--- config.mk ---
export PLATFORM = sky130hd
export DESIGN_NAME = chipBridgeTop
export DESIGN_NICKNAME = d
export VERILOG_FILES = /design/src/hw/bridgePkg.sv /design/src/hw/bufferControl.sv /design/src/hw/byteLaneDecode.sv /design/src/hw/chipBridgeTop.sv /design/src/hw/chipRamCycle.sv /design/src/hw/registerCycle.sv /design/src/hw/transferAck.sv
export VERILOG_INCLUDE_DIRS = /design/src /design/src/hw
export SDC_FILE = /design/constraint.sdc
export NUM_CORES = 1
export LEC_CHECK = 0
export ABC_AREA = 1
export ABC_CLOCK_PERIOD_IN_PS = 3800
export BUFFER_PORTS_ARGS = -buffer_cell sky130_fd_sc_hd__buf_4
export CAP_MARGIN = 20
export CORE_UTILIZATION = 40
export CTS_CLUSTER_DIAMETER = 40
export CTS_CLUSTER_SIZE = 24
export DETAILED_ROUTE_END_ITERATION = 10
export PLACE_DENSITY_LB_ADDON = 0.25
export SETUP_SLACK_MARGIN = 0.05
export SYNTH_ARGS = -nofsm -noshare
export SYNTH_HDL_FRONTEND = slang
export SYNTH_SLANG_ARGS = --single-unit
--- constraint.sdc ---
create_clock -name clk40 -period 3.8 [get_ports clk40]
set_input_delay 0.19 -clock clk40 [delete_from_list [all_inputs] [get_ports clk40]]
set_output_delay 0.19 -clock clk40 [all_outputs]
set_load 0.05 [all_outputs]
--- src/hw/bridge_cfg.svh ---
// Timing constants of the chipset bridge, all counted in clk40 cycles
// Each value must be at least 1; the counters are sized from them
`ifndef BRIDGE_CFG_SVH
`define BRIDGE_CFG_SVH

// Cycles the 68000 strobes stay low in register space
`define REG_HOLD_CYCLES 12

// Consecutive cycles with nCasL and nCasU both high
// before Agnus is considered off the chip RAM bus
`define AGNUS_IDLE_CYCLES 2

// Cycles nCrcs is low up to and including the first beat
`define RAM_ACCESS_CYCLES 6

`endif

--- src/hw/bridgePkg.sv ---
// Shared types of the 68040 chipset bridge
// SIZ encoding follows the 68040 bus, SIZ1 in bit 1 and SIZ0 in bit 0
// Lane masks are active low, UU in bit 3 down to LL in bit 0
package bridgePkg;

    ///////////////////////////////////////////////////////////////////////
    // Transfer size
    ///////////////////////////////////////////////////////////////////////

    // 68040 SIZ pins
    typedef enum logic [1:0] {
        sizeLong = 2'b00,
        sizeByte = 2'b01,
        sizeWord = 2'b10,
        sizeLine = 2'b11
    } xferSize;

    ///////////////////////////////////////////////////////////////////////
    // Byte lanes
    ///////////////////////////////////////////////////////////////////////

    // Active low enables, one bit per data byte lane
    typedef logic [3:0] laneMask;

    // Bit positions inside a laneMask
    localparam int laneUU = 3;
    localparam int laneUM = 2;
    localparam int laneLM = 1;
    localparam int laneLL = 0;

    // All lanes off
    localparam laneMask lanesOff = 4'b1111;

endpackage

--- src/hw/bufferControl.sv ---
// Data buffer enables and direction for the chipset data paths
// Direction is held from tsN until the next transfer
`timescale 1ns/1ps

module bufferControl (
    input  logic clk40,
    input  logic arstN,
    input  logic tsN,
    input  logic rnW,
    input  logic nAs,
    input  logic nCrcs,
    output logic nVbEn,
    output logic nDbEn,
    output logic dataDir,
    output logic nWe
);

    logic nAsDly;

    always_ff @(posedge clk40 or negedge arstN) begin
        if (!arstN) begin
            dataDir <= 1'b1;
            nAsDly  <= 1'b1;
        end else begin
            // High drives data towards the CPU
            if (!tsN) begin
                dataDir <= rnW;
            end
            nAsDly <= nAs;
        end
    end

    // Register buffer stays open one cycle past nAs for hold time
    assign nVbEn = nAs & nAsDly;

    // Chip RAM buffer follows the select
    assign nDbEn = nCrcs;

    // Write enable only on CPU writes
    assign nWe = nCrcs | dataDir;

endmodule

--- src/hw/byteLaneDecode.sv ---
// Byte lane decode for 68040 transfers
// Size and address are only sampled while tsN is low
// Line transfers enable all four lanes, like a long
`timescale 1ns/1ps

module byteLaneDecode (
    input  logic                clk40,
    input  logic                arstN,
    input  logic                tsN,
    input  bridgePkg::xferSize  siz,
    input  logic [1:0]          a,
    output bridgePkg::laneMask  lanes
);

    bridgePkg::laneMask laneNext;

    ///////////////////////////////////////////////////////////////////////
    // Lane rule
    ///////////////////////////////////////////////////////////////////////

    always_comb begin
        case (siz)
            // Word picks the upper or lower half by A1
            bridgePkg::sizeWord: begin
                laneNext = a[1] ? 4'b1100 : 4'b0011;
            end
            // Byte walks from UU at offset 0 down to LL at offset 3
            bridgePkg::sizeByte: begin
                laneNext = ~(4'b1000 >> a);
            end
            // Long and line
            default: begin
                laneNext = 4'b0000;
            end
        endcase
    end

    ///////////////////////////////////////////////////////////////////////
    // Lane register
    ///////////////////////////////////////////////////////////////////////

    // Held until the next transfer start
    always_ff @(posedge clk40 or negedge arstN) begin
        if (!arstN) begin
            lanes <= bridgePkg::lanesOff;
        end else if (!tsN) begin
            lanes <= laneNext;
        end
    end

endmodule

--- src/hw/chipBridgeTop.sv ---
// 68040 to Amiga chipset bridge, register cycles and chip RAM cycles
// All inputs except c1 must be synchronous to clk40
// One transfer at a time, a new tsN only after the last nTa
`timescale 1ns/1ps

module chipBridgeTop (
    input  logic               clk40,
    input  logic               arstN,
    input  logic               tsN,
    input  logic               rnW,
    input  bridgePkg::xferSize siz,
    input  logic [1:0]         a,
    input  logic               nRegSpace,
    input  logic               nRamSpace,
    input  logic               c1,
    input  logic               nCasL,
    input  logic               nCasU,
    output logic               nUube,
    output logic               nUmbe,
    output logic               nLmbe,
    output logic               nLlbe,
    output logic               nAs,
    output logic               nUds,
    output logic               nLds,
    output logic               nRegEn,
    output logic               nCrcs,
    output logic               nWe,
    output logic               nTa,
    output logic               nTbi,
    output logic               nVbEn,
    output logic               nDbEn,
    output logic               dataDir
);

    bridgePkg::laneMask lanes;
    logic               regTa;
    logic               ramTa;

    // Lane enables to the pins
    assign nUube = lanes[bridgePkg::laneUU];
    assign nUmbe = lanes[bridgePkg::laneUM];
    assign nLmbe = lanes[bridgePkg::laneLM];
    assign nLlbe = lanes[bridgePkg::laneLL];

    ///////////////////////////////////////////////////////////////////////
    // Instances
    ///////////////////////////////////////////////////////////////////////

    byteLaneDecode byteLaneDecode_i (
        .clk40 (clk40),
        .arstN (arstN),
        .tsN   (tsN),
        .siz   (siz),
        .a     (a),
        .lanes (lanes)
    );

    registerCycle registerCycle_i (
        .clk40     (clk40),
        .arstN     (arstN),
        .tsN       (tsN),
        .nRegSpace (nRegSpace),
        .c1        (c1),
        .lanes     (lanes),
        .nAs       (nAs),
        .nUds      (nUds),
        .nLds      (nLds),
        .nRegEn    (nRegEn),
        .regTa     (regTa)
    );

    chipRamCycle chipRamCycle_i (
        .clk40     (clk40),
        .arstN     (arstN),
        .tsN       (tsN),
        .nRamSpace (nRamSpace),
        .siz       (siz),
        .nCasL     (nCasL),
        .nCasU     (nCasU),
        .nCrcs     (nCrcs),
        .ramTa     (ramTa)
    );

    transferAck transferAck_i (
        .clk40     (clk40),
        .arstN     (arstN),
        .tsN       (tsN),
        .nRegSpace (nRegSpace),
        .siz       (siz),
        .regTa     (regTa),
        .ramTa     (ramTa),
        .nTa       (nTa),
        .nTbi      (nTbi)
    );

    bufferControl bufferControl_i (
        .clk40   (clk40),
        .arstN   (arstN),
        .tsN     (tsN),
        .rnW     (rnW),
        .nAs     (nAs),
        .nCrcs   (nCrcs),
        .nVbEn   (nVbEn),
        .nDbEn   (nDbEn),
        .dataDir (dataDir),
        .nWe     (nWe)
    );

endmodule

--- src/hw/chipRamCycle.sv ---
// Chip RAM access from the CPU side
// Waits for a quiet Agnus before selecting chip RAM, so latency varies
// A line transfer gives four back to back beats and all others one beat
`timescale 1ns/1ps
`include "bridge_cfg.svh"

module chipRamCycle (
    input  logic               clk40,
    input  logic               arstN,
    input  logic               tsN,
    input  logic               nRamSpace,
    input  bridgePkg::xferSize siz,
    input  logic               nCasL,
    input  logic               nCasU,
    output logic               nCrcs,
    output logic               ramTa
);

    localparam int idleWidth = $clog2(`AGNUS_IDLE_CYCLES + 1);
    localparam int accWidth  = (`RAM_ACCESS_CYCLES > 1) ? $clog2(`RAM_ACCESS_CYCLES) : 1;

    typedef enum logic [1:0] {
        ramIdle,
        agnusWait,
        access,
        burst
    } ramState;

    ramState              state;
    logic                 isLine;
    logic [idleWidth-1:0] idleCnt;
    logic                 agnusFree;
    logic [accWidth-1:0]  accCnt;
    logic                 accDone;
    logic [1:0]           beatCnt;

    ///////////////////////////////////////////////////////////////////////
    // Agnus idle detect
    ///////////////////////////////////////////////////////////////////////

    // Any CAS low restarts the count
    // Count saturates once Agnus is free
    always_ff @(posedge clk40 or negedge arstN) begin
        if (!arstN) begin
            idleCnt <= '0;
        end else if (!nCasL || !nCasU) begin
            idleCnt <= '0;
        end else if (!agnusFree) begin
            idleCnt <= idleCnt + 1'b1;
        end
    end

    assign agnusFree = (idleCnt == idleWidth'(`AGNUS_IDLE_CYCLES));

    ///////////////////////////////////////////////////////////////////////
    // Access sequencer
    ///////////////////////////////////////////////////////////////////////

    assign accDone = (accCnt == accWidth'(`RAM_ACCESS_CYCLES - 1));

    always_ff @(posedge clk40 or negedge arstN) begin
        if (!arstN) begin
            state   <= ramIdle;
            isLine  <= 1'b0;
            accCnt  <= '0;
            beatCnt <= 2'd0;
        end else begin
            case (state)
                ramIdle: begin
                    if (!tsN && !nRamSpace) begin
                        state  <= agnusWait;
                        isLine <= (siz == bridgePkg::sizeLine);
                    end
                end
                agnusWait: begin
                    if (agnusFree) begin
                        state  <= access;
                        accCnt <= '0;
                    end
                end
                access: begin
                    // First beat lands on the last access cycle
                    if (accDone) begin
                        state   <= isLine ? burst : ramIdle;
                        beatCnt <= 2'd1;
                    end else begin
                        accCnt <= accCnt + 1'b1;
                    end
                end
                default: begin
                    // Remaining three beats of a line
                    if (beatCnt == 2'd3) begin
                        state <= ramIdle;
                    end
                    beatCnt <= beatCnt + 1'b1;
                end
            endcase
        end
    end

    assign nCrcs = ~((state == access) | (state == burst));
    assign ramTa = ((state == access) & accDone) | (state == burst);

    ///////////////////////////////////////////////////////////////////////
    // Checks
    ///////////////////////////////////////////////////////////////////////

    // First beat on the last access cycle while nCrcs is still low
    beatInsideSelect: assert property (
        @(posedge clk40) disable iff (!arstN)
            $fell(nCrcs) |-> ##(`RAM_ACCESS_CYCLES - 1) (ramTa && !nCrcs)
    ) else $error("chipRamCycle: first beat not on the last access cycle of nCrcs");

    // Next transfer only after the last nTa
    noStartWhileBusy: assert property (
        @(posedge clk40) disable iff (!arstN) !tsN |-> (state == ramIdle)
    ) else $error("chipRamCycle: tsN while a chip RAM cycle is running");

endmodule

--- src/hw/registerCycle.sv ---
// 68000 style register cycle towards the chipset
// C1 is asynchronous here and passes a two flop synchronizer
// Start latency depends on where C1 is when tsN arrives
// Line transfers are run as a long, retry is signalled by transferAck
`timescale 1ns/1ps
`include "bridge_cfg.svh"

module registerCycle (
    input  logic               clk40,
    input  logic               arstN,
    input  logic               tsN,
    input  logic               nRegSpace,
    input  logic               c1,
    input  bridgePkg::laneMask lanes,
    output logic               nAs,
    output logic               nUds,
    output logic               nLds,
    output logic               nRegEn,
    output logic               regTa
);

    localparam int holdWidth = (`REG_HOLD_CYCLES > 1) ? $clog2(`REG_HOLD_CYCLES) : 1;

    typedef enum logic [1:0] {
        idle,
        waitPhase,
        strobe,
        ack
    } regState;

    regState              state;
    logic [1:0]           c1Sync;
    logic                 c1Prev;
    logic                 c1Rise;
    logic [holdWidth-1:0] holdCnt;
    logic                 holdDone;
    logic                 strobeOn;

    ///////////////////////////////////////////////////////////////////////
    // C1 synchronizer and edge detect
    ///////////////////////////////////////////////////////////////////////

    always_ff @(posedge clk40 or negedge arstN) begin
        if (!arstN) begin
            c1Sync <= 2'b00;
            c1Prev <= 1'b0;
        end else begin
            c1Sync <= {c1Sync[0], c1};
            c1Prev <= c1Sync[1];
        end
    end

    assign c1Rise = c1Sync[1] & ~c1Prev;

    ///////////////////////////////////////////////////////////////////////
    // Cycle FSM
    ///////////////////////////////////////////////////////////////////////

    assign holdDone = (holdCnt == holdWidth'(`REG_HOLD_CYCLES - 1));

    always_ff @(posedge clk40 or negedge arstN) begin
        if (!arstN) begin
            state   <= idle;
            holdCnt <= '0;
        end else begin
            case (state)
                idle: begin
                    // Only our own address space starts a cycle
                    if (!tsN && !nRegSpace) begin
                        state <= waitPhase;
                    end
                end
                waitPhase: begin
                    // Align strobe start to the chipset phase
                    if (c1Rise) begin
                        state   <= strobe;
                        holdCnt <= '0;
                    end
                end
                strobe: begin
                    if (holdDone) begin
                        state <= ack;
                    end else begin
                        holdCnt <= holdCnt + 1'b1;
                    end
                end
                default: begin
                    // Strobes are up again, one ack beat then done
                    state <= idle;
                end
            endcase
        end
    end

    ///////////////////////////////////////////////////////////////////////
    // Strobes
    ///////////////////////////////////////////////////////////////////////

    assign strobeOn = (state == strobe);

    assign nAs    = ~strobeOn;
    assign nRegEn = ~strobeOn;

    // Upper data strobe covers the even bytes of each word
    assign nUds = ~(strobeOn & (~lanes[bridgePkg::laneUU] | ~lanes[bridgePkg::laneLM]));
    // Lower data strobe covers the odd bytes
    assign nLds = ~(strobeOn & (~lanes[bridgePkg::laneUM] | ~lanes[bridgePkg::laneLL]));

    // Pulse in the cycle the strobes rise
    assign regTa = (state == ack);

    ///////////////////////////////////////////////////////////////////////
    // Checks
    ///////////////////////////////////////////////////////////////////////

    // CPU must wait for nTa before the next transfer start
    noStartWhileBusy: assert property (
        @(posedge clk40) disable iff (!arstN) !tsN |-> (state == idle)
    ) else $error("registerCycle: tsN while a register cycle is running");

endmodule

--- src/hw/transferAck.sv ---
// Merges the register and chip RAM acknowledges for the 68040
// nTa and nTbi are registered, so they trail the pulses by one cycle
// nTbi only asserts for a line to register space
`timescale 1ns/1ps

module transferAck (
    input  logic               clk40,
    input  logic               arstN,
    input  logic               tsN,
    input  logic               nRegSpace,
    input  bridgePkg::xferSize siz,
    input  logic               regTa,
    input  logic               ramTa,
    output logic               nTa,
    output logic               nTbi
);

    logic regLine;

    // Line to register space, CPU has to retry as singles
    always_ff @(posedge clk40 or negedge arstN) begin
        if (!arstN) begin
            regLine <= 1'b0;
        end else if (!tsN) begin
            regLine <= !nRegSpace && (siz == bridgePkg::sizeLine);
        end
    end

    ///////////////////////////////////////////////////////////////////////
    // Acknowledge outputs
    ///////////////////////////////////////////////////////////////////////

    always_ff @(posedge clk40 or negedge arstN) begin
        if (!arstN) begin
            nTa  <= 1'b1;
            nTbi <= 1'b1;
        end else begin
            nTa  <= ~(regTa | ramTa);
            // Burst inhibit together with the single ack
            nTbi <= ~(regTa & regLine);
        end
    end

    // Both cycles cannot run at once
    singleSource: assert property (
        @(posedge clk40) disable iff (!arstN) !(regTa && ramTa)
    ) else $error("transferAck: register and chip RAM ack in one cycle");

endmodule

### After elaboration in Yosys (flattened, before gate mapping)

Cells that the tools add are included.

| cells by class | value |
|---|---|
| reduce and logical (&&, ||, !) cells | 21 |
| $add $sub $neg | 4 |
| bitwise logic cells | 25 |
| equality and inequality tests | 22 |
| muxes and demuxes | 22 |
| shift-type cells | 1 |

Operators with widths:

| cell | number |
|---|---|
| two-way mux 2 bit | 11 |
| == test 2 bit, second input constant | 8 |
| one-hot mux 4 bit (2 select lines) | 2 |
| two-way mux 4 bit | 3 |
| != test 2 x 1 -> 1 bit, second input constant | 6 |
| inverter 1 bit | 12 |
| one-hot mux 2 bit (3 select lines) | 2 |
| AND reduction 3 bit | 3 |
| bitwise AND 1 bit | 6 |
| == test 2 x 1 -> 1 bit, second input constant | 3 |
| two-way mux 3 bit | 2 |
| != test 2 bit, second input constant | 3 |
| OR 1 bit | 6 |
| one-hot mux 3 bit (2 select lines) | 1 |
| logical NOT 1 bit | 5 |
| adder 2 x 1 -> 2 bit, second input constant | 2 |
| adder 4 x 1 -> 4 bit, second input constant | 1 |
| == test 4 bit, second input constant | 1 |
| logical NOT 2 bit | 2 |
| inverter 4 bit | 1 |
| one-hot mux 2 bit (2 select lines) | 1 |
| AND reduction 2 bit | 2 |
| AND reduction 4 bit | 1 |
| nonzero test 2 bit | 2 |
| 7 further kinds | 9 |

| storage, ports and cells | value |
|---|---|
| bits of input ports | 13 |
| logic and storage cells | 110 |
| flip-flop bits (word level) | 28 |

### Depth between registers and ports, before layout

| logic depth | value |
|---|---|
| word-level depth | 5 |
| depth in mapped cells | 8 |
| mapped depth without buffers | 8 |

### Hierarchy

A second synthesis with hierarchy kept.

| unflattened totals | value |
|---|---|
| cells, all modules | 185 |
| area total of the unflattened synthesis | 1544.0 um2 |

Modules (own cells, without submodules):

| module | instances | sequential area each (um2) | cells each | area each (um2) |
|---|---|---|---|---|
| chipRamCycle | 1 | 250.2 | 67 | 565.5 |
| registerCycle | 1 | 225.2 | 65 | 541.8 |
| byteLaneDecode | 1 | 105.1 | 32 | 240.2 |
| transferAck | 1 | 77.6 | 11 | 107.6 |
| bufferControl | 1 | 52.6 | 10 | 88.8 |

### Worst setup path before layout

Ideal clock, no wire load.

| path | value |
|---|---|
| path kind | flip-flop to output port |
| start | register byteLaneDecode_i.lanes[0] |
| end | output port nLds |
| stages on the path, launching flop included | 3 |
| data arrival time | 1.867 ns |
| path slack | 1.743 ns |
| cells stage by stage | dfstp_2 > inv_1 > o21ai_0 |

| between the ends | value |
|---|---|
| longest elaborated chain between the ends | 4 |

RTL lines:

| item | RTL line | RTL |
|---|---|---|
| start: declaration | byteLaneDecode.sv:12 | `output bridgePkg::laneMask lanes` |
| start signal: assignment | byteLaneDecode.sv:45 | `lanes <= bridgePkg::lanesOff;` |
| start signal: assignment | byteLaneDecode.sv:47 | `lanes <= laneNext;` |
| inverter 1 bit | registerCycle.sv:107 | `assign nLds = ~(strobeOn & (~lanes[bridgePkg::laneUM] \| ~lanes[bridgePkg::laneLL]));` |
| OR 1 bit | registerCycle.sv:107 |  |
| bitwise AND 1 bit | registerCycle.sv:107 |  |
| inverter 1 bit | registerCycle.sv:107 |  |
| end: declaration | chipBridgeTop.sv:24 | `output logic nLds,` |

Every way passes these cells.

### Worst setup path after layout

| path | value |
|---|---|
| start | register chipRamCycle_i.state[0] |
| end | output port nWe |

| between the ends | value |
|---|---|
| longest elaborated chain between the ends | 4 |

RTL lines:

| item | RTL line | RTL |
|---|---|---|
| start: declaration | chipRamCycle.sv:29 | `ramState state;` |
| start signal: assignment | chipRamCycle.sv:63 | `state <= ramIdle;` |
| start signal: assignment | chipRamCycle.sv:71 | `state <= agnusWait;` |
| start signal: assignment | chipRamCycle.sv:77 | `state <= access;` |
| == test 2 bit | chipRamCycle.sv:101 | `assign nCrcs = ~((state == access) \| (state == burst));` |
| OR 1 bit * | chipRamCycle.sv:101 |  |
| inverter 1 bit * | chipRamCycle.sv:101 |  |
| OR 1 bit * | bufferControl.sv:40 | `assign nWe = nCrcs \| dataDir;` |
| end: declaration | chipBridgeTop.sv:27 | `output logic nWe,` |

Every way passes the cells marked *; elsewhere a longest branch is shown, timed or not.

==> impl_results.md <==
- Outcome: completed
- Non-Filler Instances: 269
- Clock Sinks: 28
- Share of the synthesized area in the top cell type: 0.309
- Worst hold path class: primary input to flip-flop
- Final core utilization: 0.510
- Setup TNS Final: 0 ns
- CTS Buf Count: 3
- Reg2reg setup slack: 2.40 ns
- Fin crit share: 0.477
- Net count after synthesis: 224
- Initial Utilization: 0.430
- Post-CTS sizing: 0
- Number of remaining DRC errors: 0
- Worst-path clk slew: 0.10 ns
- Peak VDD IR: 393 uV
- Routed via count: 1230
- Root Driver: clkbuf_8
- Fillers: 368
- First-pass DRT Iterations: 4
- Antenna violations before repair: 0
- Worst Path Max Fanout: 5
- Relative slew slack: 0.761
- Iter 0 DRT Violations: 76
- I/O pins: 28
- Netlist cell types: 26
- Min cycle time layout: 1.81 ns
- Cells along the critical path: inv_1, ha_1, nor2_1, or2_2, buf_4
- Commonest non-fill, non-tap cell in the layout: nand2_1
- Pwr dens: 713 mW/mm^2
- CP Data Required Time: 3.61 ns
- Most frequent cells in the layout: nand2_1, inv_1, buf_4, dfrtp_1, ha_1
- Synth top area cells: dfrtp_1, ha_1, dfstp_2
- Final Hold Fails: 0
- Critical-path top delay cell: dfrtp_1
- Pwr Total: 0.00137 W
- Seq/Total Area, Yosys: 0.438
- Slowest stage delay, CP: 0.44 ns
- Number of cells produced by synthesis: 192
- Total grt overflow: 0
- GP Congestion: 0.826
- TritonCTS clock tree: built
- Pin slew with the least headroom to its limit: 0.359 ns
- Final ANT Viol Nets: 0
- Deepest clock path buffer count: 2
- Yosys reg bits: 28
- Placed Cells: 264
- Nets: 254
- Worst Setup EP: nWe
- Die height: 65.7 um
- Avg Cell Area, Syn: 8.45 um^2
- Clk_skew: 0.00206 ns
- Yosys warns: 0
- Total core area: 0.00377 mm^2
- Pleak: 1.04 nW
- CP Data Arrival Time: 1.62 ns
- Critical path endpoint category: primary output
- Mapped cell area: 0.00162 mm^2
- Final setup viols: 0
- Row cnt: 22
- PortBufs: 27
- Fmax achieved: 552 MHz
- Worst skew pair latency: 0.27 ns
- Post-CTS setup buffer count: 0
- Most area-hungry cell type in the Yosys netlist: dfrtp_1
- Max-slew violation count: 0
- FF+latch area: 711 um^2
- First-pass GRT wire length: 5.06 mm
- Worst Setup SP: chipRamCycle_i.state[0]$_DFFE_PN0P_
- RSZ-0062 raised after global routing: false
- Vias per inst: 4.57
- Share of layout cells above drive strength 1: 0.213
- Dpl hpwl: 2.13 mm
- # H-tree levels: 1
- Number of global-route vias before repair: 1144
- Maximum Capacitance Violations: 0
- Ant. Diodes: 0
- Reg2reg end: chipRamCycle_i.beatCnt[0]$_DFFE_PN0P_
- GRT Util Overall: 0.152
- DRT Wirelength: 2.82 mm
- R2R Path Start: chipRamCycle_i.state[0]$_DFFE_PN0P_
- Multi-input logic area: 764 um^2
- R2R depth: 6
- WS Path Type: flip-flop to primary output
- Die W: 65.7 um
- DIE AREA: 0.00431 mm^2
- Largest net degree at the start of global routing: 29
- Worst setup SP type: flip-flop
- Synthesis-to-finish area growth: 18.6%
- Routed wire per std cell: 10.5 um
==> cell type report <==
class	count	area share
Tap cell	48	0.0312
Clock buffer	4	0.0286
Multi-Input combinational cell	129	0.398
Sequential cell	28	0.370
Timing Repair Buffer	28	0.111
Inverter	32	0.0625
==> logic make-up after synthesis <==
| kind of cell | synth area share |
|---|---|
| simple gates | 0.225 |
| xor+xnor | 0.0108 |
| flops | 0.438 |
| fa+ha+maj | 0.147 |
| buf+inv | 0.0903 |
| compound gates | 0.0887 |
==> critical path, delay by kind of cell (launching register included) <==
kind	cells	cell delay [ns]
simple gates	2	0.38
fa+ha+maj	1	0.22
flops	1	0.44
buf+inv	2	0.31
==> timing repair <==
item / in CTS / in global routing
endpoints found under the setup margin: 0 / 0
hold buffers: 1 / 0
hold endpoints to repair: 20 / 0
==> through the flow <==
stage	worst slack (ns)	hold WS [ns]	area [um^2]
floorplan	1.74	-0.106	1620
detailed placement	2.29	0.137	1860
finish	1.99	0.0184	1920
global placement	2.34	0.133	1860
CTS	1.98	0.0163	1920
global route	1.89	0.00673	1920
==> worst min-delay path by stage <==
stage                from                              endpoint  slack [ns]  cells after the start
floorplan           arstN  chipRamCycle_i.accCnt[0]$_DFFE_PN0P_       -0.11                      0
global placement    arstN  registerCycle_i.state[1]$_DFFE_PN0P_        0.13                      1
detailed placement  arstN   chipRamCycle_i.state[0]$_DFFE_PN0P_        0.14                      1
CTS                    c1   registerCycle_i.c1Sync[0]$_DFF_PN0_        0.02                      1
global route           c1   registerCycle_i.c1Sync[0]$_DFF_PN0_       0.007                      1
finish                 c1   registerCycle_i.c1Sync[0]$_DFF_PN0_        0.02                      1
==> cell usage after synthesis <==
| cell type | n |
|---|---|
| o21ai_1 | 4 |
| nand3_2 | 1 |
| nand4_1 | 3 |
| buf_4 | 2 |
| nand3_4 | 1 |
| ha_1 | 19 |
| or2_1 | 2 |
| o21ai_2 | 2 |
| nand2_2 | 1 |
| a21oi_1 | 4 |
| dfrtp_1 | 20 |
| o31ai_1 | 1 |
| nand2_1 | 50 |
| o21ai_0 | 8 |
| inv_1 | 32 |
| xor2_1 | 2 |
| dfstp_2 | 8 |
| nor2_1 | 18 |
| o22ai_1 | 4 |
| or2_2 | 1 |
| a31oi_1 | 1 |
| nand4_2 | 1 |
| buf_6 | 1 |
| nand3_1 | 4 |
| a211oi_1 | 1 |
| nor2_2 | 1 |
==> power breakdown <==
part / internal (W) / leakage, nW / switching, W
clock: 0.0000929 / 0.0288 / 0.0000959
sequential: 0.000379 / 0.341 / 0.0000602
combinational: 0.000249 / 0.671 / 0.000495
total: 0.000721 / 1.04 / 0.000651
==> flip-flops by register name (all words and copies together), names as in the netlist <==
name	flops
bufferControl_i.nAsDly	1
transferAck_i.regLine	1
registerCycle_i.state	2
registerCycle_i.c1Sync	2
registerCycle_i.holdCnt	4
transferAck_i.nTbi	1
bufferControl_i.dataDir	1
chipRamCycle_i.state	2
chipRamCycle_i.beatCnt	2
chipRamCycle_i.idleCnt	2
registerCycle_i.c1Prev	1
chipRamCycle_i.isLine	1
byteLaneDecode_i.lanes	4
transferAck_i.nTa	1
chipRamCycle_i.accCnt	3
==> layer usage <==
layer	global-route usage	up-vias	routed length [um]
met5	0	-	0
met4	0.0734	0	51
met3	0.0139	4	127
met2	0.218	26	1210
met1	0.225	546	1430
li1	-	654	-
No activity file was read; power rests on OpenSTA's default activity.
